File: src/common/fetch_macros.svh
`ifndef FETCH_MACROS_SVH
`define FETCH_MACROS_SVH

// address and pc width
`define FETCH_ADDR_W 32

// one instruction word
`define FETCH_INSTR_W 32

// memory response, two words per fetch
`define FETCH_PAIR_W 64

// boot rom entry after reset
`define FETCH_RESET_PC 32'hbfc0_0000

// two instructions per cycle
`define FETCH_STEP 32'd8

// second slot sits one word above the first
`define FETCH_SLOT_OFFSET 32'd4

`endif

File: src/common/fetch_pkg.sv
`default_nettype none

`include "fetch_macros.svh"

package fetch_pkg;

    // one redirect request from a downstream stage
    typedef struct packed {
        logic                     valid;
        logic [`FETCH_ADDR_W-1:0] target;
    } redirect_t;

    // instruction memory request
    typedef struct packed {
        logic                     valid;
        logic [`FETCH_ADDR_W-1:0] addr;
    } imem_req_t;

    // one fetched instruction
    typedef struct packed {
        logic                      valid;
        logic [`FETCH_ADDR_W-1:0]  pc;
        logic [`FETCH_INSTR_W-1:0] instr;
        logic                      addr_exc;
    } fetch_slot_t;

    // slot0 is the older instruction
    typedef struct packed {
        fetch_slot_t slot1;
        fetch_slot_t slot0;
    } fetch_pair_t;

    // redirect held while fetch is stalled
    // encoded so a larger value means a higher priority class
    typedef enum logic [1:0] {
        HOLD_IDLE   = 2'd0,
        HOLD_JR     = 2'd1,
        HOLD_BRANCH = 2'd2,
        HOLD_EXC    = 2'd3
    } hold_state_e;

endpackage

`default_nettype wire

File: src/fetch/fetch_pair_buffer.sv
`default_nettype none

`include "fetch_macros.svh"

module fetch_pair_buffer (
    input  wire logic                     clk,
    input  wire logic                     reset,
    input  wire logic                     i_stall_f,
    input  wire logic                     i_flush,
    input  wire logic [`FETCH_ADDR_W-1:0] i_pc,
    input  wire logic [`FETCH_PAIR_W-1:0] i_imem_data,
    output fetch_pkg::fetch_pair_t        o_fetch
);

    // f1 stage, address sent and waiting for its pair
    logic                     f1_valid;
    logic [`FETCH_ADDR_W-1:0] f1_pc;
    logic                     f1_misaligned;

    // response that came back while f1 could not move
    logic                     resp_saved;
    logic [`FETCH_PAIR_W-1:0] resp_save;
    logic [`FETCH_PAIR_W-1:0] resp_data;

    fetch_pkg::fetch_pair_t   pair_nxt;
    fetch_pkg::fetch_pair_t   f2_pair;

    always_ff @(posedge clk) begin
        if (reset || i_flush) begin
            f1_valid <= 1'b0;
        end else if (!i_stall_f) begin
            f1_valid <= 1'b1;
        end
    end

    always_ff @(posedge clk) begin
        if (!i_stall_f) begin
            f1_pc         <= i_pc;
            f1_misaligned <= (i_pc[1:0] != 2'b00);
        end
    end

    // memory answers once, one cycle after accepting, so keep the first one
    always_ff @(posedge clk) begin
        if (reset || !i_stall_f) begin
            resp_saved <= 1'b0;
        end else if (f1_valid && !i_flush && !resp_saved) begin
            resp_saved <= 1'b1;
        end
    end

    always_ff @(posedge clk) begin
        if (i_stall_f && f1_valid && !resp_saved) begin
            resp_save <= i_imem_data;
        end
    end

    assign resp_data = resp_saved ? resp_save : i_imem_data;

    // split the pair, low word belongs to the f1 pc
    always_comb begin
        pair_nxt.slot0.valid    = f1_valid;
        pair_nxt.slot0.pc       = f1_pc;
        pair_nxt.slot0.instr    = resp_data[`FETCH_INSTR_W-1:0];
        pair_nxt.slot0.addr_exc = f1_misaligned;

        pair_nxt.slot1.valid    = f1_valid && !f1_misaligned;
        pair_nxt.slot1.pc       = f1_pc + `FETCH_SLOT_OFFSET;
        pair_nxt.slot1.instr    = resp_data[`FETCH_PAIR_W-1:`FETCH_INSTR_W];
        pair_nxt.slot1.addr_exc = 1'b0;

        // bad pc never reached memory
        if (f1_misaligned) begin
            pair_nxt.slot0.instr = '0;
            pair_nxt.slot1.instr = '0;
        end
    end

    // f2 payload, loads only on a free cycle
    always_ff @(posedge clk) begin
        if (!i_stall_f) begin
            f2_pair <= pair_nxt;
        end
        // flush wins even under stall
        if (reset || i_flush) begin
            f2_pair.slot0.valid <= 1'b0;
            f2_pair.slot1.valid <= 1'b0;
        end
    end

    assign o_fetch = f2_pair;

endmodule

`default_nettype wire

File: src/fetch/fetch_unit.sv
`default_nettype none

`include "fetch_macros.svh"

module fetch_unit (
    input  wire logic                     clk,
    input  wire logic                     reset,
    input  wire logic                     i_stall,
    input  wire logic                     i_imem_addr_ok,
    input  wire logic [`FETCH_PAIR_W-1:0] i_imem_data,
    input  wire fetch_pkg::redirect_t     i_exc_redirect,
    input  wire fetch_pkg::redirect_t     i_branch_redirect,
    input  wire fetch_pkg::redirect_t     i_jr_redirect,
    output fetch_pkg::imem_req_t          o_imem_req,
    output fetch_pkg::fetch_pair_t        o_fetch
);

    logic                     stall_f;
    logic                     flush;
    logic [`FETCH_ADDR_W-1:0] pc;
    fetch_pkg::redirect_t     load;

    // only word aligned addresses go out to memory
    assign o_imem_req.valid = (pc[1:0] == 2'b00);
    assign o_imem_req.addr  = pc;

    // downstream back-pressure or memory not taking the address
    assign stall_f = i_stall || (o_imem_req.valid && !i_imem_addr_ok);

    redirect_hold_fsm redirect_hold_fsm_i (
        .clk               (clk),
        .reset             (reset),
        .i_stall_f         (stall_f),
        .i_exc_redirect    (i_exc_redirect),
        .i_branch_redirect (i_branch_redirect),
        .i_jr_redirect     (i_jr_redirect),
        .o_load            (load),
        .o_flush           (flush)
    );

    pc_counter pc_counter_i (
        .clk       (clk),
        .reset     (reset),
        .i_stall_f (stall_f),
        .i_load    (load),
        .o_pc      (pc)
    );

    // f1 and f2 registers plus the response save buffer
    fetch_pair_buffer fetch_pair_buffer_i (
        .clk         (clk),
        .reset       (reset),
        .i_stall_f   (stall_f),
        .i_flush     (flush),
        .i_pc        (pc),
        .i_imem_data (i_imem_data),
        .o_fetch     (o_fetch)
    );

endmodule

`default_nettype wire

File: src/fetch/pc_counter.sv
`default_nettype none

`include "fetch_macros.svh"

module pc_counter (
    input  wire logic                     clk,
    input  wire logic                     reset,
    input  wire logic                     i_stall_f,
    input  wire fetch_pkg::redirect_t     i_load,
    output logic [`FETCH_ADDR_W-1:0]      o_pc
);

    logic [`FETCH_ADDR_W-1:0] pc_nxt;

    // redirect target first, else the next pair
    always_comb begin
        if (i_load.valid) begin
            pc_nxt = i_load.target;
        end else begin
            pc_nxt = o_pc + `FETCH_STEP;
        end
    end

    always_ff @(posedge clk) begin
        if (reset) begin
            o_pc <= `FETCH_RESET_PC;
        end else if (!i_stall_f) begin
            o_pc <= pc_nxt;
        end
    end

endmodule

`default_nettype wire

File: src/fetch/redirect_hold_fsm.sv
`default_nettype none

`include "fetch_macros.svh"

module redirect_hold_fsm (
    input  wire logic                 clk,
    input  wire logic                 reset,
    input  wire logic                 i_stall_f,
    input  wire fetch_pkg::redirect_t i_exc_redirect,
    input  wire fetch_pkg::redirect_t i_branch_redirect,
    input  wire fetch_pkg::redirect_t i_jr_redirect,
    output fetch_pkg::redirect_t      o_load,
    output logic                      o_flush
);

    fetch_pkg::hold_state_e   hold_state;
    fetch_pkg::hold_state_e   hold_state_nxt;
    fetch_pkg::hold_state_e   live_class;
    logic [`FETCH_ADDR_W-1:0] live_target;
    logic [`FETCH_ADDR_W-1:0] held_target;
    logic                     live_any;
    logic                     held_any;
    logic                     take_held;
    logic                     capture;

    // strongest redirect arriving this cycle
    always_comb begin
        live_class  = fetch_pkg::HOLD_IDLE;
        live_target = '0;
        if (i_exc_redirect.valid) begin
            live_class  = fetch_pkg::HOLD_EXC;
            live_target = i_exc_redirect.target;
        end else if (i_branch_redirect.valid) begin
            live_class  = fetch_pkg::HOLD_BRANCH;
            live_target = i_branch_redirect.target;
        end else if (i_jr_redirect.valid) begin
            live_class  = fetch_pkg::HOLD_JR;
            live_target = i_jr_redirect.target;
        end
    end

    assign live_any = (live_class != fetch_pkg::HOLD_IDLE);
    assign held_any = (hold_state != fetch_pkg::HOLD_IDLE);

    // held entry beats a live one of the same class
    assign take_held = held_any && (hold_state >= live_class);

    // equal class overwrites, so the latest target of a class wins
    assign capture = i_stall_f && live_any && (live_class >= hold_state);

    always_comb begin
        hold_state_nxt = hold_state;
        if (!i_stall_f) begin
            // first free cycle applies whatever was held
            hold_state_nxt = fetch_pkg::HOLD_IDLE;
        end else if (capture) begin
            hold_state_nxt = live_class;
        end
    end

    always_ff @(posedge clk) begin
        if (reset) begin
            hold_state <= fetch_pkg::HOLD_IDLE;
        end else begin
            hold_state <= hold_state_nxt;
        end
    end

    always_ff @(posedge clk) begin
        if (capture) begin
            held_target <= live_target;
        end
    end

    // pc_counter ignores the load while stalled
    assign o_load.valid  = held_any || live_any;
    assign o_load.target = take_held ? held_target : live_target;

    // kill younger fetches on arrival and again when the held target lands
    assign o_flush = live_any || (held_any && !i_stall_f);

endmodule

`default_nettype wire

File: config.mk
export PLATFORM = sky130hd
export DESIGN_NAME = fetch_unit
export DESIGN_NICKNAME = d
export VERILOG_FILES = /design/src/common/fetch_pkg.sv /design/src/fetch/fetch_pair_buffer.sv /design/src/fetch/fetch_unit.sv /design/src/fetch/pc_counter.sv /design/src/fetch/redirect_hold_fsm.sv
export VERILOG_INCLUDE_DIRS = /design/src /design/src/common
export SDC_FILE = /design/constraint.sdc
export NUM_CORES = 1
export LEC_CHECK = 0
export ABC_AREA = 1
export BUFFER_PORTS_ARGS = -buffer_cell sky130_fd_sc_hd__buf_4
export CORE_MARGIN = 3
export CORE_UTILIZATION = 40
export DETAILED_ROUTE_END_ITERATION = 12
export GPL_TIMING_DRIVEN = 0
export SYNTH_ARGS = -nofsm -noshare
export SYNTH_HDL_FRONTEND = slang
export SYNTH_SLANG_ARGS = --single-unit
export TNS_END_PERCENT = 30
File: constraint.sdc
create_clock -name clk -period 9.54 [get_ports clk]
set_input_delay 0.477 -clock clk [delete_from_list [all_inputs] [get_ports clk]]
set_output_delay 0.477 -clock clk [all_outputs]
set_load 0.05 [all_outputs]
; Yosys cells after proc, flatten, opt, wreduce, memory -nomap -nowiden
; Cells that the tools add are included.
[word_totals]
ff_bits = 296
wordCells = 54
output_inout_bits = 165
input_bits = 167
[op_classes]
n_bitwise = 1
n_mux = 9
n_lt_le_gt_ge = 2
addsub = 2
reduce_logical = 25
[ops]
columns = op, n
row1 = 32-bit two-way mux, 5
row2 = 64-bit two-way mux, 1
row3 = 32-bit by 3-bit adder with 32-bit output (second input constant), 1
row4 = 32-bit by 4-bit adder with 32-bit output (second input constant), 1
row5 = 1-bit logical AND, 10
row6 = 2-bit nonzero test, 3
row7 = 1-bit logical NOT, 5
row8 = 1-bit logical OR, 5
row9 = 2-bit >= comparator, 2
row10 = 2-bit two-way mux, 2
row11 = 2-bit logical NOT, 1
row12 = 2-bit OR reduction, 1
row13 = 1-bit two-way mux, 1
row14 = 1-bit inverter, 1

; Longest topological paths before layout
; Gate-level depths: netlist of run 1.
[logic_depth]
word_depth = 9
depth_mapped = 17

; Hierarchy
; Synthesis of run 1 repeated with hierarchy kept, for this count alone.
[unflattened]
cells_unflattened = 1296
hier_area_um2 = 13157.6
[modules_own_cells]
columns = mod, cells_per_inst, area_each_um2, seq_area_each_um2, instances
row1 = fetch_pair_buffer, 629, 8608.3, 6806.5, 1
row2 = redirect_hold_fsm, 315, 2396.0, 1001.0, 1
row3 = pc_counter, 347, 2132.0, 640.6, 1
row4 = fetch_unit, 5, 21.3, 0.0, 1

; Worst setup path after synthesis of run 1
; OpenSTA, ideal clock, no wires.
[synth_timing]
kind = register -> register
from = register pc_counter_i.o_pc[0]
to = register fetch_pair_buffer_i.resp_save[0], enable pin
period_less_slack_ns = 7.761
slack_ns = 1.779
required_ns = 8.975
arrival_ns = 7.197
setup_ns = 0.565
path_stages_with_launch = 8
cell_sequence = dfxtp_1 > nor2_2 > inv_2 > o21bai_2 > inv_2 > buf_2 > buf_2 > nor3_1
[synth_lines]
columns = element, line
row1 = from (decl), pc_counter.sv:10  ; output logic [`FETCH_ADDR_W-1:0] o_pc
row2 = from (signal assigned), pc_counter.sv:26  ; o_pc <= `FETCH_RESET_PC;
row3 = from (signal assigned), pc_counter.sv:28  ; o_pc <= pc_nxt;
row4 = to (signal assigned), fetch_pair_buffer.sv:54  ; resp_save <= i_imem_data;
row5 = to (decl), fetch_pair_buffer.sv:22  ; logic [`FETCH_PAIR_W-1:0] resp_save;

; Worst setup path in the final report of run 1
[layout_timing]
from = register pc_counter_i.o_pc[0]
to = register fetch_pair_buffer_i.resp_save[50], enable pin
[layout_via]
elab_chain_cells = 5
[layout_rtl]
columns = element, line
row1 = 2-bit logical NOT, fetch_unit.sv:24  ; assign o_imem_req.valid = (pc[1:0] == 2'b00);
row2 = 1-bit logical AND, fetch_unit.sv:28  ; assign stall_f = i_stall || (o_imem_req.valid && !i_imem_addr_ok);
row3 = 1-bit logical OR, fetch_unit.sv:28
row4 = 1-bit logical AND (2 in series), fetch_pair_buffer.sv:53  ; if (i_stall_f && f1_valid && !resp_saved) begin
; No other way between the ends.
; A chain may end at the register's enable or synchronous reset.

==> results_dict.tcl, run 1 <==
set metrics [dict create \
    synth-compound-area-share 0.0790 \
    worst_r2r_path_depth 10 \
    drc 0 \
    syn_area_per_cell_um2 10.2 \
    critPathLaunch "pc_counter_i.o_pc[0]" \
    start_util 0.411 \
    syn-num-nets 1450 \
    finalHoldViolations 0 \
    timing.rr.end "fetch_pair_buffer_i.resp_save[50]" \
    synthDistinctLibCells 47 \
    ys_seq_area_frac 0.645 \
    die_area_mm2 0.0349 \
    cts_max_path_buffers 3 \
    wire_per_inst_um 18.0 \
    dp.final_hpwl_mm 28.9 \
    ios 332 \
    crit_fanout 91 \
    synth_xor_xnor_area_share 0.0267 \
    synth_area_leaders "edfxtp_1, nand2_1, dfxtp_1" \
    chipWidth_um 187 \
    setup_violations 0 \
    cts_tree "yes" \
    fin_nets 1816 \
    cts_made_buffers 31 \
    coreArea_mm2 0.0319 \
    areaGrowthSynthToFinish_pct 30.8 \
    drive_gt1_frac 0.273 \
    synthAdderAreaFrac 0.00382 \
    via_per_inst 4.91 \
    synth_top_family_by_area "simple AND/OR/NAND/NOR gates" \
    grt_max_degree 92 \
    path_clk_slew_ps 60 \
    finalWirelength_mm 37.9 \
    clockRootBuffer "clkbuf_16" \
    critical_path_class "register to register" \
    die_h_um 187 \
    synth_top_cell_area_share 0.587 \
    syn-instance-count 1279 \
    antenna_left 0 \
    worst-r2r-setup-slack_ps 6470 \
    ctsHoldBuffers 0 \
    yosys.area_share.simple 0.197 \
    final_util 0.537 \
    drt_first_pass_iters 5 \
    grt_pass1_wl_mm 57.9 \
    rr_startpoint "pc_counter_i.o_pc[0]" \
    period_needed_ps 3070 \
    outcome "completed" \
    grt_pass1_vias 9977 \
    drt_iter0_drc 698 \
    startpoint_type "register" \
    synth-main-ff-cell "edfxtp_1" \
    gr-total-overflow 0 \
    syn_area_mm2 0.0131 \
    finalMaxSlewViolations 0 \
    holdCritStartpoint "i_imem_data[22]" \
    antenna_found_initial 0 \
    grtUsageTotal 0.209 \
    ir_worst_vdd_uv 139 \
    slew_headroom 0.486 \
    gp_congestion 0.869 \
    clkLatencyLatePin_ps 550 \
    endpoint_kind "register" \
    yosysTopAreaCell "edfxtp_1" \
    critPathArrivalTime_ps 3310 \
    clock-sinks 294 \
    holdPathStages 1 \
    cap_violations 0 \
    antenna_cells 0 \
    worstHoldPathType "input pin to register" \
    cts_resized 0 \
    finalCritPeriodShare 0.321 \
    post_cts_buffers 0 \
    cellLeakagePower_nw 7.10 \
    worstHoldEndpoint "fetch_pair_buffer_i.resp_save[22]" \
    worst_pin_slew_ps 767 \
    critPathRequiredTime_ps 9790 \
    power_density_mw_per_mm2 195 \
    fin_skew_ps 12.9 \
    synth.ff_latch_count 294 \
    rsz0062_at_grt "false" \
    muxShareOfSynthArea 0 \
    cts_max_level 1 \
    vias 10300 \
    synth_edf_count 256 \
    fmaxAchievable_mhz 326 \
    yosysWarningCount 0 \
    port_buffers 327 \
    placementRows 65 \
    ys_async_sr_fraction 0 \
    final.setup.tns_ps 0 \
]
## layer usage
layer / up-vias / part of all wire / GRT usage
met5: - / 0 / 0
met4: 0 / 0.022 / 0.0497
met3: 64 / 0.080 / 0.0418
met2: 415 / 0.48 / 0.361
met1: 4805 / 0.42 / 0.273
li1: 5039 / - / -
## sequential cells by signal, summed over array words and instances, names as in the netlist
register,count
redirect_hold_fsm_i.held_target,32
fetch_pair_buffer_i.o_fetch,129
fetch_pair_buffer_i.f1_misaligned,1
fetch_pair_buffer_i.resp_save,64
fetch_pair_buffer_i.resp_saved,1
redirect_hold_fsm_i.hold_state,2
fetch_pair_buffer_i.f1_pc,32
fetch_pair_buffer_i.f1_valid,1
pc_counter_i.o_pc,32
## through the flow
stage / worst slack (ps) / total power [mW] / hold slack [ps] / cell area [um2] / std cells
after CTS: 6310 / 3.36 / 86.3 / 17100 / 2101
after global routing: 6230 / 3.46 / 89.9 / 17100 / 2101
after global placement: -1410 / 2.24 / 402 / 16100 / 2041
after floorplan: 1780 / 1.99 / 400 / 13100 / 1279
final: 6470 / 3.34 / 117 / 17100 / 2101
after detailed placement: 6270 / 2.25 / 409 / 16200 / 2047
## logic make-up (layout without fill, tap and decap cells)
logic type	after synthesis	in the layout
AND/OR/NAND/NOR	608	608
flip-flops	294	294
AO/OA/AOI/OAI	191	191
buffers and inverters	142	529
XOR/XNOR	39	39
adder cells (fa/ha/maj)	4	4
other	1	1
## synth_stat cells (10+ instances only)
cell        n
nand3b_1   10
xor2_1     30
buf_4      10
inv_1      81
dfxtp_1    38
nor2_2     10
nand3_1    16
o22ai_1    22
clkbuf_1   16
buf_2      16
nor3_1     12
o21ai_0    24
a21oi_1   123
edfxtp_1  256
nand2_1   414
nor2_1    104
## worst max-delay path by stage
stage	cells past startpoint	endpoint	slack [ps]
6_report	10	fetch_pair_buffer_i.resp_save[50]	6470
5_1_grt	10	fetch_pair_buffer_i.resp_save[50]	6230
4_1_cts	10	fetch_pair_buffer_i.resp_save[50]	6310
3_5_place_dp	9	fetch_pair_buffer_i.resp_save[47]	6270
3_3_place_gp	6	fetch_pair_buffer_i.resp_save[18]	-1410
2_1_floorplan	7	fetch_pair_buffer_i.resp_save[0]	1780
## power by group
part	leakage [nW]	internal (mW)	switching (mW)
Clock	0.460	0.642	0.481
Sequential	2.73	1.52	0.0711
Combinational	3.92	0.193	0.427
Total	7.10	2.36	0.979
## cell usage in the layout (no fill, tap or decap), drive strengths merged, types with 2 or more instances in the layout
master / count
nand2: 419
buf: 371
edfxtp: 256
a21oi: 123
nor2: 122
inv: 88
clkbuf: 52
dfxtp: 38
o21ai: 33
xor2: 30
o22ai: 25
nand3: 20
clkinv: 16
nor3: 13
nand3b: 10
nand4: 10
xnor2: 9
or2: 9
o211ai: 4
ha: 4
bufinv: 2
nor4: 2
## area by class of cell
| cell class | count | area [um2] |
|---|---|---|
| fill | 2871 | 14800 |
| sequential | 294 | 8450 |
| multi-input combinational | 843 | 4020 |
| timing repair buffer | 333 | 2540 |
| clock buffer | 36 | 795 |
| tap | 435 | 544 |
| inverter | 88 | 330 |
| buffer | 54 | 308 |
| clock inverter | 18 | 134 |
## critical path, cell delays in order, from the launching register on
cell      delay, ps
dfxtp_1         350
nor2_2          150
inv_2            80
o21bai_2        190
inv_2            80
buf_2           190
buf_8           290
buf_16          310
nor3_2          640
buf_6           270
buf_6           180
Power figures use the tool's default switching activity.
==> run 2: changes to the inputs <==
Settings changed: PLACE_DENSITY from default to 0.65.
Clock period 9.54 ns to 2.7 ns, I/O delays scaled along.
==> run 2 against run 1 <==
Worst hold slack worse by 100 ps. Clock skew is 1.3 ps lower. Flip-flop and latch count stayed put. Total power grew to 3.7 times the previous value. Non-clock buffer count is 106 higher. Cell area is 7.1% higher. Die area stayed put. Cell count is 5.2% higher. Sequential power grew to 3.5 times the previous value. Sequential share of layout area is 3.2 points lower. Via count is 4.8% higher. Combinational power grew to 3.8 times the previous value. Largest power group unchanged.
==> results_dict.tcl, run 2 (synthesized netlist as in run 1, its figures left out) <==
set metrics [dict create \
    worst_r2r_path_depth 9 \
    dp.final_hpwl_mm 27.1 \
    endpoint_kind "register" \
    critical_path_class "input pin to register" \
    power_density_mw_per_mm2 671 \
    cap_violations 0 \
    finalMaxSlewViolations 0 \
    critPathArrivalTime_ps 2870 \
    slew_headroom 0.405 \
    timing.rr.end "fetch_pair_buffer_i.resp_save[54]" \
    worstSetupEndpoint "pc_counter_i.o_pc[25]" \
    setup_slack_ps 250 \
    drc 0 \
    vias 10800 \
    drive_gt1_frac 0.263 \
    drt_iter0_drc 822 \
    finalWirelength_mm 37.7 \
    outcome "completed" \
    setup_violations 0 \
    drt_first_pass_iters 7 \
    busiest_layer "met2" \
    placementRows 65 \
    crit_fanout 10 \
    worstHoldPathType "input pin to register" \
    grt_use_met1 0.282 \
    startpoint_type "input pin" \
    period_needed_ps 2450 \
    gp_congestion 0.900 \
    die_area_mm2 0.0349 \
    antenna_left 0 \
    slowest_stage "dlygate4sd3_1" \
    final.setup.tns_ps 0 \
    p_sw_mw 3.55 \
    areaGrowthSynthToFinish_pct 40.1 \
    rr_startpoint "pc_counter_i.o_pc[1]" \
    start_util 0.411 \
    via_per_inst 4.89 \
    fmaxAchievable_mhz 408 \
    cts_max_path_buffers 3 \
    cts_tree "yes" \
    pwr-share-clk 0.354 \
    path_clk_slew_ps 60 \
    critPathRequiredTime_ps 3120 \
    final_cell_mix "nand2_1, buf_4, edfxtp_1" \
    cp_slowest_stage_delay_ps 540 \
    critPathLaunch "i_branch_redirect[32]" \
    worst_pin_slew_ps 892 \
    port_buffers 327 \
    clockRootBuffer "clkbuf_16" \
    cellLeakagePower_nw 7.59 \
    crit_family "buffers and inverters" \
    grtUsageTotal 0.208 \
    finalHoldViolations 0 \
    ir_worst_vdd_uv 452 \
    fin_nets 1922 \
    p_int_mw 8.76 \
    chipWidth_um 187 \
    die_h_um 187 \
    crit_top_cell "buf_4" \
    antenna_found_initial 1 \
    cts_max_level 1 \
    finalCritPeriodShare 0.908 \
    grt_use_met2 0.349 \
    largest_register_ffs 129 \
    wire_per_inst_um 17.0 \
    grt_pass1_vias 10900 \
    crit_buf_inv 7 \
    pre_cts_ws_ps -88.5 \
    ios 332 \
    use_met3 0.0313 \
    worstSetupPathDepth 15 \
    final_common_cell "nand2_1" \
    gr-total-overflow 0 \
    coreArea_mm2 0.0319 \
    comb_power_share 0.189 \
    fin_skew_ps 11.5 \
    seq_power_share 0.457 \
    grt_max_degree 170 \
    worstPathCellList "dlygate4sd3_1 -> buf_4 -> buf_6 -> buf_4 -> o21ai_0 -> ha_1 -> inv_1 -> a21oi_1 -> nand2_1 -> nand2_1 -> buf_4 -> buf_4 -> nand2_1 -> a21oi_1 -> a21oi_1" \
    worst-r2r-setup-slack_ps 350 \
    clkLatencyLatePin_ps 550 \
    clock-sinks 294 \
    grt_pass1_wl_mm 59.0 \
    swShare 0.288 \
    rsz0062_at_grt "false" \
    cts_made_buffers 31 \
]
==> run 2: power groups by stage <==
stage          logic (mW)  clock network (mW)  registers [mW]
2_1_floorplan       0.699                   0            6.35
3_3_place_gp         2.17                   0            5.71
3_5_place_dp         2.19                   0            5.71
4_1_cts              2.33                4.44            5.62
5_1_grt              2.49                4.64            5.66
6_report             2.33                4.35            5.62
==> run 2: timing repair <==
| action | CTS | global route |
|---|---|---|
| endpoints found under the setup margin | 54 | 1 |
| endpoints found under the hold margin | 170 | 0 |
| pin swaps | 1 | 0 |
| resized for setup | 0 | 2 |
| setup buffers | 3 | 0 |
| hold buffers | 106 | 0 |
==> run 2: worst register-to-register path, stage by stage (launching register included) <==
cell and delay, ps:
dfxtp_4 360, nor2_4 110, inv_2 60, o21bai_4 140
inv_2 80, buf_6 150, buf_16 300, nor3_4 460
buf_4 180, buf_8 200
==> run 2: per-layer routing <==
| layer | up-vias | routed length, um |
|---|---|---|
| met3 | 71 | 2210 |
| met2 | 388 | 17800 |
| met5 | - | 0 |
| met1 | 5098 | 16600 |
| met4 | 0 | 1080 |
| li1 | 5261 | - |
==> run 2: final cells by class <==
type,instances,area (um2)
antenna,1,2.50
buffer,54,328
clock buffer,36,795
clock inverter,21,250
fill,2687,13500
inverter,88,330
multi-input combinational,843,4040
sequential,294,8460
tap,435,544
timing repair buffer,439,3600
==> run 2: how the worst min path moves through the flow <==
| stage | from | to | cells past startpoint |
|---|---|---|---|
| 2_1_floorplan | reset | pc_counter_i.o_pc[3] | 1 |
| 3_3_place_gp | i_imem_data[0] | fetch_pair_buffer_i.resp_save[0] | 1 |
| 3_5_place_dp | i_imem_data[8] | fetch_pair_buffer_i.resp_save[8] | 1 |
| 4_1_cts | i_jr_redirect[23] | redirect_hold_fsm_i.held_target[23] | 5 |
| 5_1_grt | i_branch_redirect[26] | redirect_hold_fsm_i.held_target[26] | 5 |
| 6_report | i_branch_redirect[21] | redirect_hold_fsm_i.held_target[21] | 5 |
==> run 2: stage by stage <==
step | cell area [um2] | std cells | util | power (mW) | hold WS (ps)
3_3_place_gp | 16200 | 2041 | 0.507 | 7.87 | 324
4_1_cts | 18300 | 2210 | 0.575 | 12.4 | 1.84
6_report | 18300 | 2211 | 0.575 | 12.3 | 15.0
5_1_grt | 18300 | 2211 | 0.575 | 12.8 | 21.0
3_5_place_dp | 16200 | 2044 | 0.508 | 7.90 | 324
2_1_floorplan | 13200 | 1279 | - | 7.05 | 204
==> run 3: changes to the inputs <==
Settings changed: MAX_ROUTING_LAYER from default to met4.
==> run 3 against run 2 <==
Via count down 0.18%. Clock skew grew 1.5 ps. Worst hold slack about the same. Non-clock buffer count is 7 higher. Clock power grew 4%. Die area did not move. First-iteration DRC count grew 2.3%. Register-to-register slack worse by 30 ps. Critical path type unchanged. Wire length shrank 0.31%.
==> results_dict.tcl, run 3 (synthesized netlist as in run 1, its figures left out) <==
set metrics [dict create \
    outcome "completed" \
    final.setup.tns_ps 0 \
    ios 332 \
    clkLatencyLatePin_ps 560 \
    drive_gt1_frac 0.261 \
    crit_fanout 34 \
    placementRows 65 \
    die_h_um 187 \
    seq_power_share 0.450 \
    worst_pin_slew_ps 916 \
    worstHoldPathType "input pin to register" \
    final_common_cell "nand2_1" \
    via_per_inst 4.87 \
    cts_max_path_buffers 3 \
    cts_made_buffers 31 \
    top_layer_used "met4" \
    ir_worst_vdd_uv 422 \
    placed_cell_area_mm2 0.0162 \
    critical_path_class "input pin to register" \
    startpoint_type "input pin" \
    fin_area_mm2 0.0185 \
    finalMaxSlewViolations 0 \
    dp.final_hpwl_mm 27.1 \
    dr_wl_met3_mm 2.12 \
    antenna_left 0 \
    slew_headroom 0.389 \
    layout.cells.non_filler 2218 \
    fin_skew_ps 13.0 \
    grt_pass1_wl_mm 58.8 \
    fmaxAchievable_mhz 411 \
    port_buffers 327 \
    largest_register_ffs 129 \
    chipWidth_um 187 \
    start_util 0.411 \
    finalWirelength_mm 37.6 \
    p_int_mw 8.95 \
    clockRootBuffer "clkbuf_16" \
    final_util 0.579 \
    wl_met1_mm 16.6 \
    comb_power_share 0.188 \
    gp_congestion 0.890 \
    cellLeakagePower_nw 7.66 \
    wl_met2_mm 18.0 \
    grtUsageTotal 0.215 \
    grt_pass1_vias 10700 \
    dp.cells 2044 \
    power.total_mw 12.5 \
    swShare 0.283 \
    setup_violations 0 \
    clock-sinks 294 \
    endpoint_kind "register" \
    critPathRequiredTime_ps 3180 \
    cts_tree "yes" \
    pwr-share-clk 0.362 \
    grt_max_degree 170 \
    vias 10800 \
    rsz0062_at_grt "false" \
    drt_iter0_drc 841 \
    antenna_found_initial 0 \
    path_clk_slew_ps 60 \
    fin_nets 1929 \
    cap_violations 0 \
    die_area_mm2 0.0349 \
    drc 0 \
    finalHoldViolations 0 \
    coreArea_mm2 0.0319 \
    areaGrowthSynthToFinish_pct 41.0 \
    final_cell_mix "nand2_1, buf_4, edfxtp_1" \
    drt_first_pass_iters 5 \
    critPathArrivalTime_ps 2920 \
    cts_max_level 1 \
    finalCritPeriodShare 0.902 \
    power_density_mw_per_mm2 676 \
    antenna_cells 0 \
    period_needed_ps 2440 \
    wire_per_inst_um 16.9 \
    gr-total-overflow 0 \
    p_sw_mw 3.54 \
]
==> run 3: cell types whose count changed in the layout (fill, tap and decap cells not counted), moves of 2 or more <==
cell	previous run	this run
clkinv_4	2	0
dlygate4sd3_1	106	113
clkinvlp_4	5	3
clkinv_1	3	6
bufinv_16	5	7
clkbuf_1	20	18
clkinv_2	4	6
==> run 3: power by group through the flow <==
stage | Combinational, mW | Clock, mW | Sequential [mW]
final | 2.34 | 4.52 | 5.62
after global routing | 2.50 | 4.81 | 5.66
after CTS | 2.35 | 4.62 | 5.62
after detailed placement | 2.19 | 0 | 5.71
after global placement | 2.17 | 0 | 5.71
after floorplan | 0.699 | 0 | 6.35
==> run 3: worst paths after layout <==
check / start / end / slack, ps / cells after the start
max: i_branch_redirect[32] / redirect_hold_fsm_i.hold_state[1] / 260 / 13
min: i_branch_redirect[30] / redirect_hold_fsm_i.held_target[30] / 20 / 5
max reg2reg: pc_counter_i.o_pc[1] / fetch_pair_buffer_i.resp_save[61] / 320 / 9
min reg2reg: fetch_pair_buffer_i.f1_pc[0] / fetch_pair_buffer_i.o_fetch[33] / 420 / 0
==> run 3: layout make-up <==
type                            count  area, um2
Fill cell                        2711      13400
Sequential cell                   294       8460
Multi-Input combinational cell    843       4040
Timing Repair Buffer              446       3680
Clock buffer                       34        787
Tap cell                          435        544
Inverter                           88        330
Buffer                             54        328
Clock inverter                     24        303
==> run 3: routing by layer <==
layer	vias up	track usage
li1	5271	-
met1	5062	0.284
met2	398	0.353
met3	68	0.0285
met4	0	0.0552
met5	-	-
==> run 3: per-stage QoR <==
step	hold WS, ps	setup slack, ps
after floorplan	204	-823
after global placement	323	-1500
after detailed placement	324	-83.9
after CTS	3.54	268
after global routing	37.2	44.1
final	15.1	265
==> run 3: critical path, stage by stage <==
cell and delay (ps):
dlygate4sd3_1 550, buf_4 170, buf_6 140, buf_4 180, o21ai_0 270, ha_1 200, inv_1 40, a21oi_1 160
a21o_1 130, nand3_2 90, inv_2 550, o21ai_0 160, a21oi_1 140
==> run 3: timing repair <==
action	CTS	global route
endpoints found under the hold margin	171	0
gates resized for setup	0	2
pin swaps	1	0
hold buffers	113	0
buffers inserted	3	0
endpoints found under the setup margin	54	3
